File: src/hdl/periph_config.svh
////////////////////////////////////////////////////////////////////////////
// Build constants for the peripheral subsystem
// The UART divider is fixed at elaboration, so the baud rate cannot change at run time
// FCLK must be a near multiple of BAUD or the sampling point drifts
////////////////////////////////////////////////////////////////////////////
`ifndef PERIPH_CONFIG_SVH
`define PERIPH_CONFIG_SVH

`define FCLK            1152000     // System clock in Hz
`define BAUD            115200
`define UART_DIVIDER    ((`FCLK + `BAUD / 2) / `BAUD)   // Rounded, 10 here

`define PWM_TOP         180         // Counter runs 0..180

// Register byte offsets
`define OFS_UART_DATA   8'h00
`define OFS_UART_STAT   8'h04
`define OFS_PWM         8'h20
`define OFS_TIMER       8'h60
`define OFS_IRQEN       8'hE0

`define ADDR_BITS       8
`endif

File: src/hdl/periphPkg.sv
////////////////////////////////////////////////////////////////////////////
// Shared types for the register bus and the interrupt logic
// The address type follows ADDR_BITS from the build constants
////////////////////////////////////////////////////////////////////////////
`include "periph_config.svh"

package periphPkg;

	// Register byte address
	typedef logic [`ADDR_BITS-1:0] busAddr_t;

	// UART and PWM payload
	typedef logic [7:0] dataByte_t;

	// Host read and write data
	typedef logic [31:0] busWord_t;

	// Active source number
	// 0 none, 1 RX, 2 TX, 3 PWM
	typedef logic [1:0] irqId_t;

	// Enable mask
	// Bit 0 RX, bit 1 TX, bit 2 PWM
	typedef logic [2:0] irqEn_t;

endpackage

File: src/hdl/uartIf.sv
////////////////////////////////////////////////////////////////////////////
// UART register traffic between the register block and the UART
// txWrite and rxRead are one-cycle strobes
////////////////////////////////////////////////////////////////////////////
`timescale 1ns/1ns
`include "periph_config.svh"

interface uartIf;
	import periphPkg::*;

	dataByte_t txData;  // Byte to send
	logic txWrite;      // Load strobe
	logic rxRead;       // Clears valid and overrun
	dataByte_t rxData;  // Last received byte
	logic txRdy;
	logic rxValid;
	logic rxOverrun;
	logic rxFrameErr;   // Stop bit was low

	// Register block side
	modport regs (output txData, txWrite, rxRead,
		input rxData, txRdy, rxValid, rxOverrun, rxFrameErr);

	// UART side
	modport uart (input txData, txWrite, rxRead,
		output rxData, txRdy, rxValid, rxOverrun, rxFrameErr);
endinterface

File: src/hdl/uartCore.sv
////////////////////////////////////////////////////////////////////////////
// Fixed-rate UART, 8N1 only
// A write while txRdy is low restarts the frame, the register block waits
// The receiver resyncs its bit timer on every rxd edge
////////////////////////////////////////////////////////////////////////////
`timescale 1ns/1ns
`include "periph_config.svh"

module uartCore (
	input logic clk,
	input logic reset,
	uartIf.uart bus,
	input logic rxd,            // Serial in
	output logic txd            // Serial out, idle high
);
	localparam int DIVIDER = `UART_DIVIDER;
	localparam int DBITS = $clog2(DIVIDER);

	logic [DBITS-1:0] txDiv;    // TX bit timer
	logic txDivMax;
	logic [8:0] txShift;        // Data plus start bit
	logic [3:0] txBitCnt;       // Bits left, 0 when idle
	logic [1:0] rxSync;         // Two-stage synchroniser
	logic rxEdge;
	logic [DBITS-1:0] rxDiv;    // RX bit timer
	logic rxSample;
	logic [9:0] rxShift;        // Start bit walks down to bit 0
	logic rxDone;
	logic [8:0] rxBuffer;       // Stop bit and data
	logic [1:0] rxFlags;        // Overrun, valid

	//////////////////////////////////////////////////////////////////////////
	// Transmitter
	assign txDivMax = (txDiv == DBITS'(DIVIDER - 1));

	always_ff @(posedge clk or posedge reset) begin
		if (reset) begin
			txDiv <= '0;
		end else if (bus.txWrite || txDivMax) begin
			txDiv <= '0;            // Restart on load, bit edge at max
		end else begin
			txDiv <= txDiv + 1'b1;
		end
	end

	always_ff @(posedge clk or posedge reset) begin
		if (reset) begin
			txShift <= '1;
			txBitCnt <= '0;
		end else if (bus.txWrite) begin
			txShift <= {bus.txData, 1'b0};  // Start bit first
			txBitCnt <= 4'd10;
		end else if (txDivMax) begin
			txShift <= {1'b1, txShift[8:1]};  // Ones fill in for the stop bit
			if (txBitCnt != '0)
				txBitCnt <= txBitCnt - 1'b1;
		end
	end

	assign txd = txShift[0];
	assign bus.txRdy = (txBitCnt == '0);

	//////////////////////////////////////////////////////////////////////////
	// Receiver
	assign rxEdge = rxSync[1] ^ rxSync[0];
	assign rxSample = (rxDiv == DBITS'(DIVIDER / 2 - 1));  // Mid-bit
	assign rxDone = ~rxShift[0];    // Start bit has reached the bottom

	always_ff @(posedge clk or posedge reset) begin
		if (reset) begin
			rxSync <= 2'b11;        // Line idles high
			rxDiv <= '0;
		end else begin
			rxSync <= {rxSync[0], rxd};
			if (rxEdge || rxDiv == DBITS'(DIVIDER - 1))
				rxDiv <= '0;
			else
				rxDiv <= rxDiv + 1'b1;
		end
	end

	always_ff @(posedge clk or posedge reset) begin
		if (reset) begin
			rxShift <= '1;
			rxBuffer <= 9'h100;     // Stop bit high, so no framing error
			rxFlags <= '0;
		end else if (rxDone) begin
			rxShift <= '1;          // Rearm for the next frame
			rxBuffer <= rxShift[9:1];
			rxFlags <= {rxFlags[0], 1'b1};  // Valid, overrun if still valid
		end else begin
			if (rxSample)
				rxShift <= {rxSync[1], rxShift[9:1]};
			if (bus.rxRead)
				rxFlags <= '0;
		end
	end

	assign bus.rxData = rxBuffer[7:0];
	assign bus.rxFrameErr = ~rxBuffer[8];
	assign bus.rxValid = rxFlags[0];
	assign bus.rxOverrun = rxFlags[1];
endmodule

File: src/hdl/pwmGen.sv
////////////////////////////////////////////////////////////////////////////
// PWM with a period of PWM_TOP+1 cycles
// A new duty takes effect at the next terminal count
// Duty above PWM_TOP keeps the output high for the whole period
////////////////////////////////////////////////////////////////////////////
`timescale 1ns/1ns
`include "periph_config.svh"

module pwmGen (
	input logic clk,
	input logic reset,
	input logic dutyWrite,          // Also clears the interrupt
	input periphPkg::dataByte_t duty,
	output logic pwmOut,
	output logic pwmIrq             // Set at each period start
);
	import periphPkg::*;

	logic [7:0] count;
	logic termCount;
	logic zeroCount;
	dataByte_t dutyPend;            // Written by the host
	dataByte_t dutyBuf;             // Used by the compare

	assign termCount = (count == 8'(`PWM_TOP));
	assign zeroCount = (count == '0);

	always_ff @(posedge clk or posedge reset) begin
		if (reset) begin
			count <= '0;
			dutyPend <= '0;
			dutyBuf <= '0;
			pwmOut <= 1'b0;
			pwmIrq <= 1'b0;
		end else begin
			count <= termCount ? '0 : count + 1'b1;
			if (dutyWrite)
				dutyPend <= duty;
			if (termCount)
				dutyBuf <= dutyPend;    // Double buffer, no glitch mid-period
			// Compare wins over the set, so duty 0 stays low
			pwmOut <= (count == dutyBuf) ? 1'b0 : (zeroCount ? 1'b1 : pwmOut);
			pwmIrq <= zeroCount ? 1'b1 : (dutyWrite ? 1'b0 : pwmIrq);
		end
	end
endmodule

File: src/hdl/periphRegs.sv
////////////////////////////////////////////////////////////////////////////
// Register block on a four-phase req/ack bus
// UART data accesses hold ack back until the UART is ready
// The host must keep addr, write and wdata stable while req is high
// Only wdata[7:0] is used by the byte registers
////////////////////////////////////////////////////////////////////////////
`timescale 1ns/1ns
`include "periph_config.svh"

module periphRegs (
	input logic clk,
	input logic reset,
	input logic req,
	input logic write,
	input periphPkg::busAddr_t addr,
	input periphPkg::busWord_t wdata,
	output periphPkg::busWord_t rdata,  // Valid while ack is high
	output logic ack,
	output logic irq,
	output periphPkg::irqId_t irqId,
	uartIf.regs uart,
	output logic dutyWrite,
	output periphPkg::dataByte_t duty,
	input logic pwmIrq
);
	import periphPkg::*;

	typedef enum logic [1:0] {
		IDLE,       // Waiting for req
		BUSY,       // Access seen, waiting for ready
		DONE        // Ack high until req drops
	} busState_t;

	busState_t state;
	logic selData;
	logic selStat;
	logic selPwm;
	logic selTimer;
	logic selIrqEn;
	logic ready;                    // Access may complete this cycle
	logic complete;                 // Cycle in which the access takes effect
	busWord_t readWord;
	busWord_t timer;                // Free-running cycle count
	irqEn_t irqEn;
	irqEn_t pending;

	//////////////////////////////////////////////////////////////////////////
	// Decode and handshake
	assign selData = (addr == `OFS_UART_DATA);
	assign selStat = (addr == `OFS_UART_STAT);
	assign selPwm = (addr == `OFS_PWM);
	assign selTimer = (addr == `OFS_TIMER);
	assign selIrqEn = (addr == `OFS_IRQEN);

	// Back-pressure from the UART
	assign ready = selData ? (write ? uart.txRdy : uart.rxValid) : 1'b1;
	assign complete = (state == BUSY) && ready;

	always_ff @(posedge clk or posedge reset) begin
		if (reset) begin
			state <= IDLE;
			ack <= 1'b0;
		end else begin
			case (state)
				IDLE: if (req) state <= BUSY;
				BUSY: if (ready) begin
					state <= DONE;
					ack <= 1'b1;
				end
				DONE: if (!req) begin
					state <= IDLE;
					ack <= 1'b0;
				end
				default: state <= IDLE;
			endcase
		end
	end

	// Strobes only in the completing cycle
	assign uart.txWrite = complete && selData && write;
	assign uart.rxRead = complete && selData && !write;
	assign uart.txData = wdata[7:0];
	assign dutyWrite = complete && selPwm && write;
	assign duty = wdata[7:0];

	//////////////////////////////////////////////////////////////////////////
	// Read path
	always_comb begin
		readWord = '0;              // Unmapped reads give zero
		if (selData)
			readWord = {24'b0, uart.rxData};
		else if (selStat)
			readWord = {27'b0, pwmIrq, uart.rxOverrun, uart.rxFrameErr,
				uart.txRdy, uart.rxValid};
		else if (selTimer)
			readWord = timer;
		else if (selIrqEn)
			readWord = {29'b0, irqEn};
	end

	always_ff @(posedge clk) begin
		if (complete && !write)
			rdata <= readWord;      // Held while ack is high
	end

	//////////////////////////////////////////////////////////////////////////
	// Timer and irq enable
	always_ff @(posedge clk or posedge reset) begin
		if (reset) begin
			timer <= '0;
			irqEn <= '0;
		end else begin
			timer <= timer + 1'b1;
			if (complete && selIrqEn && write)
				irqEn <= wdata[2:0];
		end
	end

	// Fixed priority, RX first
	assign pending = irqEn & {pwmIrq, uart.txRdy, uart.rxValid};
	assign irq = |pending;

	always_comb begin
		if (pending[0])
			irqId = 2'd1;
		else if (pending[1])
			irqId = 2'd2;
		else if (pending[2])
			irqId = 2'd3;
		else
			irqId = 2'd0;
	end
endmodule

File: src/hdl/periphTop.sv
////////////////////////////////////////////////////////////////////////////
// Peripheral subsystem top, UART, PWM, timer and irq control
// Everything runs on clk, reset is asynchronous and active high
////////////////////////////////////////////////////////////////////////////
`timescale 1ns/1ns

module periphTop (
	input logic clk,
	input logic reset,
	input logic req,                    // Host bus
	input logic write,
	input periphPkg::busAddr_t addr,
	input periphPkg::busWord_t wdata,
	output periphPkg::busWord_t rdata,
	output logic ack,
	input logic rxd,                    // Serial line
	output logic txd,
	output logic pwmOut,
	output logic irq,
	output periphPkg::irqId_t irqId
);
	import periphPkg::*;

	logic dutyWrite;
	dataByte_t duty;
	logic pwmIrq;

	uartIf uartBus ();                  // Register block to UART

	periphRegs regBlock (
		.clk(clk), .reset(reset),
		.req(req), .write(write), .addr(addr), .wdata(wdata),
		.rdata(rdata), .ack(ack),
		.irq(irq), .irqId(irqId),
		.uart(uartBus.regs),
		.dutyWrite(dutyWrite), .duty(duty), .pwmIrq(pwmIrq)
	);

	uartCore uartUnit (
		.clk(clk), .reset(reset),
		.bus(uartBus.uart),
		.rxd(rxd), .txd(txd)
	);

	pwmGen pwm (
		.clk(clk), .reset(reset),
		.dutyWrite(dutyWrite), .duty(duty),
		.pwmOut(pwmOut), .pwmIrq(pwmIrq)
	);
endmodule

File: config.mk
export PLATFORM = sky130hd
export DESIGN_NAME = periphTop
export DESIGN_NICKNAME = d
export VERILOG_FILES = /design/src/hdl/periphPkg.sv /design/src/hdl/uartIf.sv /design/src/hdl/uartCore.sv /design/src/hdl/pwmGen.sv /design/src/hdl/periphRegs.sv /design/src/hdl/periphTop.sv
export VERILOG_INCLUDE_DIRS = /design/src /design/src/hdl
export SDC_FILE = /design/constraint.sdc
export NUM_CORES = 1
export LEC_CHECK = 0
export BUFFER_PORTS_ARGS = -buffer_cell sky130_fd_sc_hd__buf_4
export CORE_ASPECT_RATIO = 0.7
export CORE_MARGIN = 2
export CORE_UTILIZATION = 35
export CTS_BUF_LIST = sky130_fd_sc_hd__clkbuf_4 sky130_fd_sc_hd__clkbuf_8
export CTS_CLUSTER_DIAMETER = 60
export DETAILED_ROUTE_END_ITERATION = 8
export HOLD_SLACK_MARGIN = 0.03
export SLEW_MARGIN = 5
export SYNTH_ARGS = -nofsm -noshare
export SYNTH_HDL_FRONTEND = slang
export SYNTH_SLANG_ARGS = --single-unit
File: constraint.sdc
create_clock -name clk -period 4.5 [get_ports clk]
set_clock_uncertainty 0.15 [all_clocks]
set_input_delay 1.35 -clock clk [delete_from_list [all_inputs] [get_ports clk]]
set_output_delay 1.35 -clock clk [all_outputs]
set_load 0.02 [all_outputs]
Word-level counts from Yosys, hierarchy flattened
Cells that the tools add are included.
Widths: inputs -> output; s select.
- add/subtract/negate cells: 5
- equal/unequal tests: 16
- muxes and demuxes: 32
- bitwise gates (word level): 3
- reductions and logical operators: 27
- operator list (operator ; count):
    $add 32x1->32 const B ; 1
    $mux 32 ; 1
    $mux 8 ; 3
    $mux 10 ; 2
    $mux 4 ; 5
    $mux 9 ; 2
    $eq 8x8->1 const B ; 2
    $logic_not 8->1 ; 2
    $mux 2 ; 8
    $reduce_bool 2->1 ; 5
    $logic_and 1x1->1 ; 9
    $add 4x1->4 const B ; 2
    $add 8x1->8 const B ; 1
    $eq 4x4->1 const B ; 2
    $eq 8x3->1 const B ; 1
    $eq 8x6->1 const B ; 1
    $eq 8x7->1 const B ; 1
    $eq 8x8->1 ; 1
    $mux 1 ; 8
    $ne 2x2->1 const B ; 3
    $pmux 2 s3 ; 1
    $reduce_and 3->1 ; 2
    $eq 4x3->1 const B ; 1
    $logic_not 4->1 ; 1
    other kinds (16) ; 18
- flip-flop bits (word level): 140
- output and inout port bits: 38

Logic depth before layout (Yosys ltp)
Gate-level depths: netlist of the first run.
- depth after elaboration: 8
- mapped depth: 6

Hierarchy
From an unflattened synthesis of the first run, not the netlist that was laid out.
- cell total of the unflattened synthesis: 526
- area, all modules: 6452.4 um^2
- by module, submodules not included (module ; instances ; cells each ; area each (um^2) ; seq. area each (um^2)):
    periphRegs ; 1 ; 274 ; 3318.2 ; 1911.8
    uartCore ; 1 ; 163 ; 1970.6 ; 1128.6
    pwmGen ; 1 ; 89 ; 1163.6 ; 650.6

Least setup slack after synthesis of the first run
Ideal clock, no wire load.
- kind: in2reg
- start: input port addr[7]
- end: register regBlock.rdata[0], enable pin
- setup time: 0.461 ns
- arrival: 4.206 ns
- required time: 3.889 ns
- slack: -0.317 ns
- stages: 5
- path buffers: 1
- cells stage by stage: clkbuf_1 -> or3_1 -> nor3_1 -> and2_1 -> nor3_1
- cells in the longest elaborated chain, start to end: 4
- ends and longest elaborated chain (what ; RTL line ; source):
    from (decl) ; periphTop.sv:12 ; input periphPkg::busAddr_t addr,
    $logic_not 8->1 (no source line) ; n/a ;
    $mux 1 ; periphRegs.sv:56 ; assign ready = selData ? (write ? uart.txRdy : uart.rxValid) : 1'b1;
    $logic_and 1x1->1 ; periphRegs.sv:57 ; assign complete = (state == BUSY) && ready;
    $logic_and 1x1->1 ; periphRegs.sv:102 ; if (complete && !write)
    to (signal assigned) ; periphRegs.sv:103 ; rdata <= readWord;
    to (decl) ; periphRegs.sv:17 ; output periphPkg::busWord_t rdata,
Every way passes these cells.
A chain may end at the register's enable or synchronous reset.

Worst setup path in the final report of the first run
- start: register uartUnit.txBitCnt[0]
- end: output port irqId[0]
- cells in the longest elaborated chain, start to end: 4
- ends and longest elaborated chain (what ; RTL line ; source):
    from (decl) ; uartCore.sv:22 ; logic [3:0] txBitCnt;
    from (signal assigned) ; uartCore.sv:56 ; txBitCnt <= txBitCnt - 1'b1;
    $logic_not 4->1 ; uartCore.sv:61 ; assign bus.txRdy = (txBitCnt == '0);
    $and 3x3->3 ; periphRegs.sv:120 ; assign pending = irqEn & {pwmIrq, uart.txRdy, uart.rxValid};
    $mux 2 ; periphRegs.sv:126 ; else if (pending[1])
    $mux 2 ; periphRegs.sv:124 ; if (pending[0])
    to (decl) ; periphTop.sv:20 ; output periphPkg::irqId_t irqId
Every way passes these cells.

==> run summary, run 1 <==
The sink count of the clock tree is 140. The total power divided by cell area is ~360 mW/mm^2. The required time of the worst setup path is 3.00 ns. The hold violation count in the final report is 0. The flop and latch count out of synthesis came out at 140. Compared with the post-synthesis result, the final layout area differs by 18.0%. The post-synthesis net count is between 500 and 600.

The number of cell rows is 40. A synthesized cell averages ~13 sq um. After detailed routing, the average wire length per cell comes to between 10 and 15 um. Yosys instantiated no cell more often than sky130_fd_sc_hd__dfrtp_1. The quantity of I/O buffers inserted on ports came out at 58. The violation count after the first detailed-route iteration came out at 200.

The worst setup path is of the register to output pin kind. The clock slew seen by the registers of the worst setup and hold paths came out at 0.08 ns. The largest net degree at the start of global routing is 63. The fill cell total of the finished layout is 1593. The startpoint kind of the worst setup timing path is a register. Routability-driven placement finished with a final weighted congestion of 0.806.

Clock tree synthesis inserted a total of 17 buffers. In this run the worst setup path begins at uartUnit.txBitCnt[0]. The count of H-tree levels built during CTS came out at 4. The routed via count divided by cell count came out at 4.82. The minimum period implied by the final worst setup slack is about 3.5 ns. The count of endpoints failing setup in the final report is 0.

Ranked by total cell area, the synthesized netlist is headed by sky130_fd_sc_hd__dfrtp_1, sky130_fd_sc_hd__edfxtp_1, sky130_fd_sc_hd__dfstp_2, sky130_fd_sc_hd__mux2_2, sky130_fd_sc_hd__xnor2_1. The first-pass GRT wire length came out at 19100 um. Yosys mapped a number of flops with a built-in enable equal to 32. The worst hold path belongs to the class register to register. The detailed router placed 3795 vias in this run. The worst-margin pin slew is 1.12 ns. The final sum of negative setup slack came out at 0 ns.

Setup repair after global routing left no endpoint under its margin. The routed design has 11400 um of wire. Of all nets on the critical path, the largest fanout is 8. The sum of overflow across all layers after global routing came out at 0. The startpoint identified for the worst hold timing path is uartUnit.rxSync[0].

The cell family contributing the most delay on the critical path is buffers and inverters. The top cell type by area accounts for 35.5% of the synthesized area. The count of yosys warnings during synthesis came out at 0.

The initial cell density of the core came out at 35.5%. The proportion of layout cells with a drive suffix above 1 came out at 30.0%. The tree is rooted in a sky130_fd_sc_hd__clkbuf_8. The count of maximum capacitance violations came out at 0.

STA classifies the critical path endpoint as an output pin. In the synthesized netlist the async set-or-reset flop fraction comes to 77.1%. The netlist area before placement came out at 0.00606 sq mm. The post-route fraction of the period consumed by the critical path is between 70% and 80%.

The number of unique standard cell types used by synthesis is 45. The largest area contributor in the synthesized netlist is sky130_fd_sc_hd__dfrtp_1. Counting along the longest clock path gives a buffer depth of 2.

For this run, the slowest stage of the critical path takes 0.38 ns. The worst register-to-register path begins at pwm.count[0]. The post-CTS setup buffer count is 0. The later-pin clock latency in the skew report is 0.45 ns. TritonCTS built the clock tree. The initial antenna violation count is 0. The post-cts gate resize count is 0. The proportion of synthesized chip area in sequential cells came out at 60.9%.

Among all flip-flop cells after synthesis, the most frequent one is sky130_fd_sc_hd__dfrtp_1. Across every metal layer, demand over resource in global routing totals 13.4%. Among all stages on the critical path, the largest delay is contributed by sky130_fd_sc_hd__dfrtp_1. For this run, the share of the core covered by cells in the final layout is 41.9%. By count the netlist is led by sky130_fd_sc_hd__dfrtp_1, sky130_fd_sc_hd__mux2_2, sky130_fd_sc_hd__nand2_1. The cell that appears most often on the critical path is sky130_fd_sc_hd__buf_4. Counting both buffers and inverters, the worst setup path holds a total of 3. The post-synthesis cell count came out at approximately 480. The detail route stage leaves a number of antenna-violating nets equal to 0.

Across the VDD grid, the largest voltage drop is approximately 0.15 mV. The static power due to leakage came out at 3.11 nW. The number of top-level pins is 83. The DRC violation count after routing came out at 0.

The maximum operating frequency came out at between 200 and 300 MHz. The signal on the critical path passes through inv_1, ha_1, nor3b_1, buf_4, nand2_1, a32o_1, buf_4. In this run the standard cell core region covers 0.0171 sq mm. The total die area came out at 0.0184 sq mm. The via count of the first global-routing pass is ~3800. The half-perimeter wire length of the detailed placement result came out at 7900 um.

The number of hold buffers added after CTS came out at 0. The number of antenna diodes in the final layout is 0. The flow ran to the end, and the final reports show no timing, DRC or antenna violations.

The number of optimization iterations in the first detailed-route pass came out at 5. The total count of max-transition violations in the final report is 0. The die height came out at roughly 110 um. The overall die width is 161 um.

The number of nets in the finished design came out at 598. STA puts the critical path data arrival time at ~2 ns. The remaining max-slew budget at the tightest pin is 24.9%.
==> path summary, 6_finish.rpt <==
| kind | to | slack [ns] | depth (start not counted) |
|---|---|---|---|
| max | irqId[0] | 0.99 | 7 |
| min | uartUnit.rxSync[1] | 0.22 | 0 |
| max reg2reg | pwm.dutyBuf[4] | 1.88 | 5 |
| min reg2reg | uartUnit.rxSync[1] | 0.22 | 0 |
| max in group asynchronous | uartUnit.rxSync[1] | 2.58 | 3 |
| min in group asynchronous | pwm.count[2] | 0.84 | 2 |
==> cells in the final DEF (no fill, tap or decap), types with 17 or more instances in the layout <==
master	n
sky130_fd_sc_hd__dfrtp_1	86
sky130_fd_sc_hd__buf_4	62
sky130_fd_sc_hd__mux2_2	43
sky130_fd_sc_hd__nand2_1	33
sky130_fd_sc_hd__edfxtp_1	32
sky130_fd_sc_hd__xnor2_1	30
sky130_fd_sc_hd__and2_1	29
sky130_fd_sc_hd__nor2_1	22
sky130_fd_sc_hd__dfstp_2	22
sky130_fd_sc_hd__xor2_1	21
sky130_fd_sc_hd__clkbuf_8	17
==> cell type report <==
class / instances / area [sq um] / share of cell area [%]
Sequential cell: 140 / 3690 / 51.6
Multi-Input combinational cell: 304 / 2250 / 31.5
Timing Repair Buffer: 63 / 485 / 6.79
Tap cell: 231 / 289 / 4.04
Clock buffer: 18 / 241 / 3.38
Clock inverter: 14 / 121 / 1.70
Inverter: 17 / 66.3 / 0.928
==> where the power goes <==
part	internal, mW	switching [mW]	leakage [nW]
Sequential	1.38	0.0379	1.66
Clock	0.441	0.499	0.172
Combinational	0.0904	0.140	1.28
Total	1.91	0.676	3.11
==> state kept, by name, summed over array words and instances, names as in the netlist, 3 cells and up <==
name               count
regBlock.timer        32
regBlock.irqEn         3
pwm.count              8
uartUnit.rxBuffer      9
uartUnit.rxDiv         4
uartUnit.rxShift      10
pwm.dutyPend           8
regBlock.rdata        32
uartUnit.txDiv         4
uartUnit.txShift       9
pwm.dutyBuf            8
uartUnit.txBitCnt      4
==> cells by family after synthesis <==
family                     count (synthesis)  share of synthesized area (%)
AOI/OAI and AO/OA                         37                           4.36
xor gates and xnor gates                  51                           7.37
adders and majority gates                 10                           2.07
buffers and inverters                     33                           2.17
DFF                                      140                           60.9
muxes                                     48                           8.82
and+or+nand+nor                          158                           14.3
==> metal layers <==
metal,track usage [%],part of all wire (%)
met5,0,0
met2,20.2,45
met4,4.40,1.1
met3,4.20,4.0
met1,18.4,49
==> metrics by stage <==
step | cells | hold slack (ns) | total power [mW] | area (sq um) | setup slack [ns]
after floorplan | 477 | 0.210 | 1.57 | 6060 | 0.191
after global placement | 755 | 0.214 | 1.67 | 6790 | 0.797
after detailed placement | 755 | 0.214 | 1.68 | 6790 | 0.759
after CTS | 787 | 0.225 | 2.62 | 7150 | 0.948
after global routing | 787 | 0.230 | 2.70 | 7150 | 0.794
final | 787 | 0.225 | 2.59 | 7150 | 0.987
(Power assumes the default switching activity.)
==> inputs of run 2 (changes only) <==
ABC_AREA = 1   (was default)
clock period = 3.3 ns   (was 4.5 ns; I/O delays follow)
==> run 2 against run 1 <==
Net effect: hold slack gained 0.0053 ns; register-to-register slack lost 0.71 ns; non-clock buffer count grew 1; via count grew 25%; sequential share of layout area shrank 3.7 points; sequential power grew 49%; combinational power grew to 3.1 times the previous value; critical path type unchanged; largest power group unchanged.
==> run summary, run 2 <==
The worst hold path belongs to the class register to register. The proportion of synthesized chip area in sequential cells came out at 56.2% (-4.7 points). The total count of max-transition violations in the final report was 0 (unchanged).

The later-pin clock latency in the skew report is 0.47 ns (+0.02 ns). The first-pass GRT wire length came to 23900 um (+25%). The largest registers in the layout are regBlock.rdata: 32 flops, regBlock.timer: 32 flops, uartUnit.rxShift: 10 flops. The count of yosys warnings during synthesis came to 0 (unchanged). In the finished design, the share of the clock period the worst path needs comes to between 80 and 90%. The library cell used most frequently in the layout, excluding fill and tap cells, is sky130_fd_sc_hd__nand2_1. The arrival time at the worst endpoint came out at 1.78 ns (-0.23 ns). The hold slack came out at 0.230 ns (+0.00535 ns).

The count of nets left with antenna violations after detail routing came out at 0 (unchanged). The DRC violation count after routing was 0 (unchanged). The largest voltage drop on the vdd net came to 0.246 mV (+60%). The critical path buffer and inverter count is 3 (unchanged). The overall die width came to 168 um (+4.0%). The initial cell density of the core came to 36.1% (+0.56 points). The number of buffers inserted during clock tree synthesis is 17 (unchanged).

The count of vias placed by the detailed router came to 4756 (+25%). The sequential cell area in the final layout is 0.00369 sq mm (unchanged). The number of inserted diodes is 0 (unchanged). The top fanout value on the critical path came out at 3 (-5). The count of endpoints failing setup in the final report came out at 0 (unchanged).

The placeable core region is 0.0182 sq mm (+6.7%). The initial antenna violation count came out at 0 (unchanged). STA classifies the critical path endpoint as an output pin. The quantity of I/O buffers inserted on ports came to 58 (unchanged). The number of top-level pins came out at 83 (unchanged).

The area of the multi-input gates was 0.00239 sq mm (+6.2%). The portion of synthesized cell area occupied by the leading cell type came out at 32.8% (-2.7 points). Leaving out fill and tap cells, the most frequent cells in the layout are sky130_fd_sc_hd__nand2_1, sky130_fd_sc_hd__inv_1, sky130_fd_sc_hd__dfrtp_1, sky130_fd_sc_hd__nor2_1, sky130_fd_sc_hd__buf_4.

The via count of the first global-routing pass is 4717 (+23%). Sorting the synthesized cells by how often they occur yields sky130_fd_sc_hd__nand2_1, sky130_fd_sc_hd__inv_1, sky130_fd_sc_hd__dfrtp_1. The remaining max-slew budget at the tightest pin came out at 51.0% (+26 points). The number of nets in the finished design is 848 (+42%). The startpoint kind of the worst setup timing path is a register. The netlist area before placement came to 0.00657 sq mm (+8.4%). The critical path's largest stage delay is 0.40 ns (+0.02 ns). In this run the clock root is driven by a sky130_fd_sc_hd__clkbuf_8. The hold violation count in the final report is 0 (unchanged). The worst-margin pin slew came out at 0.731 ns (-0.385 ns).

The sink count of the clock tree came to 140 (unchanged). The launch point of the worst reg-to-reg path is uartUnit.txBitCnt[0]. The total wire length after detailed routing was 14000 um (+22%). The fill cell total of the finished layout is 1799 (+13%). The largest net degree at the start of global routing came out at 47 (-25%). The final design utilization came out at 42.3% (+0.38 points). The flop and latch count out of synthesis is 140 (unchanged). The routed via count divided by cell count is 4.56 (-5.3%). The number of unique standard cell types used by synthesis was 38 (-16%).

The clock slew seen by the registers of the worst setup and hold paths came out at 0.09 ns (about the same). The area added between synthesis and finish is 17.2%. The setup path with the least slack is of type register to output pin. The maximum count of clock buffers along a single path is 2 (unchanged). The count of H-tree levels built during CTS is 4 (unchanged). Walking the worst path, the cells encountered are inv_1, ha_1, nand2_1, inv_1, nand2_1, a21boi_0, buf_4. The required time of the worst setup path came to 2.16 ns (-0.84 ns).

The mean instance size in the synthesized netlist came out at 9.09 sq um (-28%). The total power divided by cell area is 546 mW/mm^2 (+51%). TritonCTS built the clock tree.

The post-synthesis net count came out at 777 (+46%). Ranked by total cell area, the synthesized netlist is headed by sky130_fd_sc_hd__dfrtp_1, sky130_fd_sc_hd__edfxtp_1, sky130_fd_sc_hd__nand2_1, sky130_fd_sc_hd__dfstp_2, sky130_fd_sc_hd__inv_1. The final sum of negative setup slack is 0 ns (unchanged). The half-perimeter wire length of the detailed placement result is 10100 um (+28%).

The total die area came to 0.0199 sq mm (+8.1%). In this run the worst setup path begins at uartUnit.txBitCnt[0]. The share of flip-flops with an asynchronous set or reset came to 77.1% (unchanged). The post-cts gate resize count is 0 (unchanged). The minimum period implied by the final worst setup slack came out at 2.92 ns.

The count of maximum capacitance violations came to 0 (unchanged). The total track usage came out at 15.4% (+2.0 points). The dominant cell by count in the synthesized netlist is sky130_fd_sc_hd__nand2_1. The number of cell rows is 41 (+2.5%).

The post-CTS setup buffer count came out at 0 (unchanged). sky130_fd_sc_hd__dfrtp_1 takes more of the synthesized area than any other cell. The die height was 119 um (+4.0%). The flip-flop cell with the highest count after synthesis is sky130_fd_sc_hd__dfrtp_1.

The flow ran to the end, and the final reports show no timing, DRC or antenna violations. The violation count after the first detailed-route iteration is 413 (+110%). The post-synthesis cell count is 722 (+51%). In this run the most critical hold path is launched from uartUnit.rxSync[0]. The number of optimization iterations in the first detailed-route pass is 5 (unchanged). The static power due to leakage came out at 3.47 nW (+11%). On the critical path, the stage with the largest delay is an instance of sky130_fd_sc_hd__dfrtp_1. The weighted congestion at the end of routability-driven global placement came to 0.824 (+2.1%). The sum of overflow across all layers after global routing is 0 (unchanged). The count of flip-flops with a built-in enable after synthesis came out at 32 (unchanged). The maximum operating frequency came out at 343 MHz. Setup repair after global routing left no endpoint under its margin. Broken down by cell family, the worst path's largest delay share belongs to flip-flops. The number of hold buffers added after CTS is 0 (unchanged). The average wire per cell in the routed design came to 13.4 um (-7.6%). The proportion of layout cells with a drive suffix above 1 is 18.4% (-12 points).
## run 2: cell types whose count changed in the layout (fill, tap and decap cells not counted), moves of 19 or more
cell	before	now
sky130_fd_sc_hd__inv_1	16	107
sky130_fd_sc_hd__and2_1	29	0
sky130_fd_sc_hd__o21ai_0	3	22
sky130_fd_sc_hd__mux2_2	43	0
sky130_fd_sc_hd__nand3_1	16	53
sky130_fd_sc_hd__nor2_1	22	83
sky130_fd_sc_hd__nand2_1	33	162
## run 2: area by class of cell
| class | instances | share of cell area, % |
|---|---|---|
| inverters | 111 | 5.50 |
| well taps | 236 | 3.84 |
| flip-flops and latches | 140 | 48.0 |
| repair buffers | 64 | 6.57 |
| clock inverters | 15 | 2.00 |
| clock buffers | 17 | 3.04 |
| multi-input cells | 459 | 31.1 |
## run 2: routing by layer
layer  wire (um)  GRT usage [%]
met1        7480           23.0
met4         138           4.35
met2        5670           21.3
met3         668           4.62
met5           0              0
## run 2: path summary, 6_finish.rpt
| path | endpoint | slack [ns] | cells past startpoint |
|---|---|---|---|
| setup / recovery | irqId[1] | 0.38 | 7 |
| hold / removal | uartUnit.rxSync[1] | 0.23 | 0 |
| setup reg to reg | regBlock.rdata[7] | 1.17 | 9 |
| hold reg to reg | uartUnit.rxSync[1] | 0.23 | 0 |
| max in group asynchronous | uartUnit.rxShift[0] | 1.87 | 3 |
| min in group asynchronous | regBlock.timer[29] | 0.44 | 2 |
## run 2: cells by family after synthesis
| kind of cell | after synthesis | share of synthesized area, % |
|---|---|---|
| xor gates and xnor gates | 41 | 5.47 |
| DFF | 140 | 56.2 |
| adders and majority gates | 10 | 1.91 |
| buffers and inverters | 123 | 7.45 |
| AOI/OAI and AO/OA | 41 | 3.64 |
| and+or+nand+nor | 367 | 25.3 |
## run 2: where the power goes
| group | internal (mW) | switching (mW) | total [mW] |
|---|---|---|---|
| Sequential | 2.01 | 0.0995 | 2.11 |
| Clock | 0.621 | 0.760 | 1.38 |
| Combinational | 0.267 | 0.443 | 0.711 |
## run 2: through the flow
| stage | total power, mW | cells | setup WS, ns | instance area, sq um |
|---|---|---|---|---|
| after global routing | 4.46 | 1042 | 0.237 | 7700 |
| after detailed placement | 2.87 | 1010 | 0.550 | 7310 |
| after CTS | 4.26 | 1042 | 0.350 | 7700 |
| after floorplan | 2.63 | 722 | 0.161 | 6570 |
| final | 4.20 | 1042 | 0.381 | 7700 |
| after global placement | 2.85 | 1010 | 0.559 | 7310 |
## run 2: worst reg2reg max path: stages, from the launching register on
cell,delay (ns)
sky130_fd_sc_hd__dfrtp_1,0.40
sky130_fd_sc_hd__inv_1,0.10
sky130_fd_sc_hd__ha_1,0.17
sky130_fd_sc_hd__nand3_1,0.11
sky130_fd_sc_hd__nand2_2,0.14
sky130_fd_sc_hd__nor2_1,0.07
sky130_fd_sc_hd__nor2_2,0.11
sky130_fd_sc_hd__inv_2,0.07
sky130_fd_sc_hd__nor2_4,0.07
sky130_fd_sc_hd__buf_4,0.38
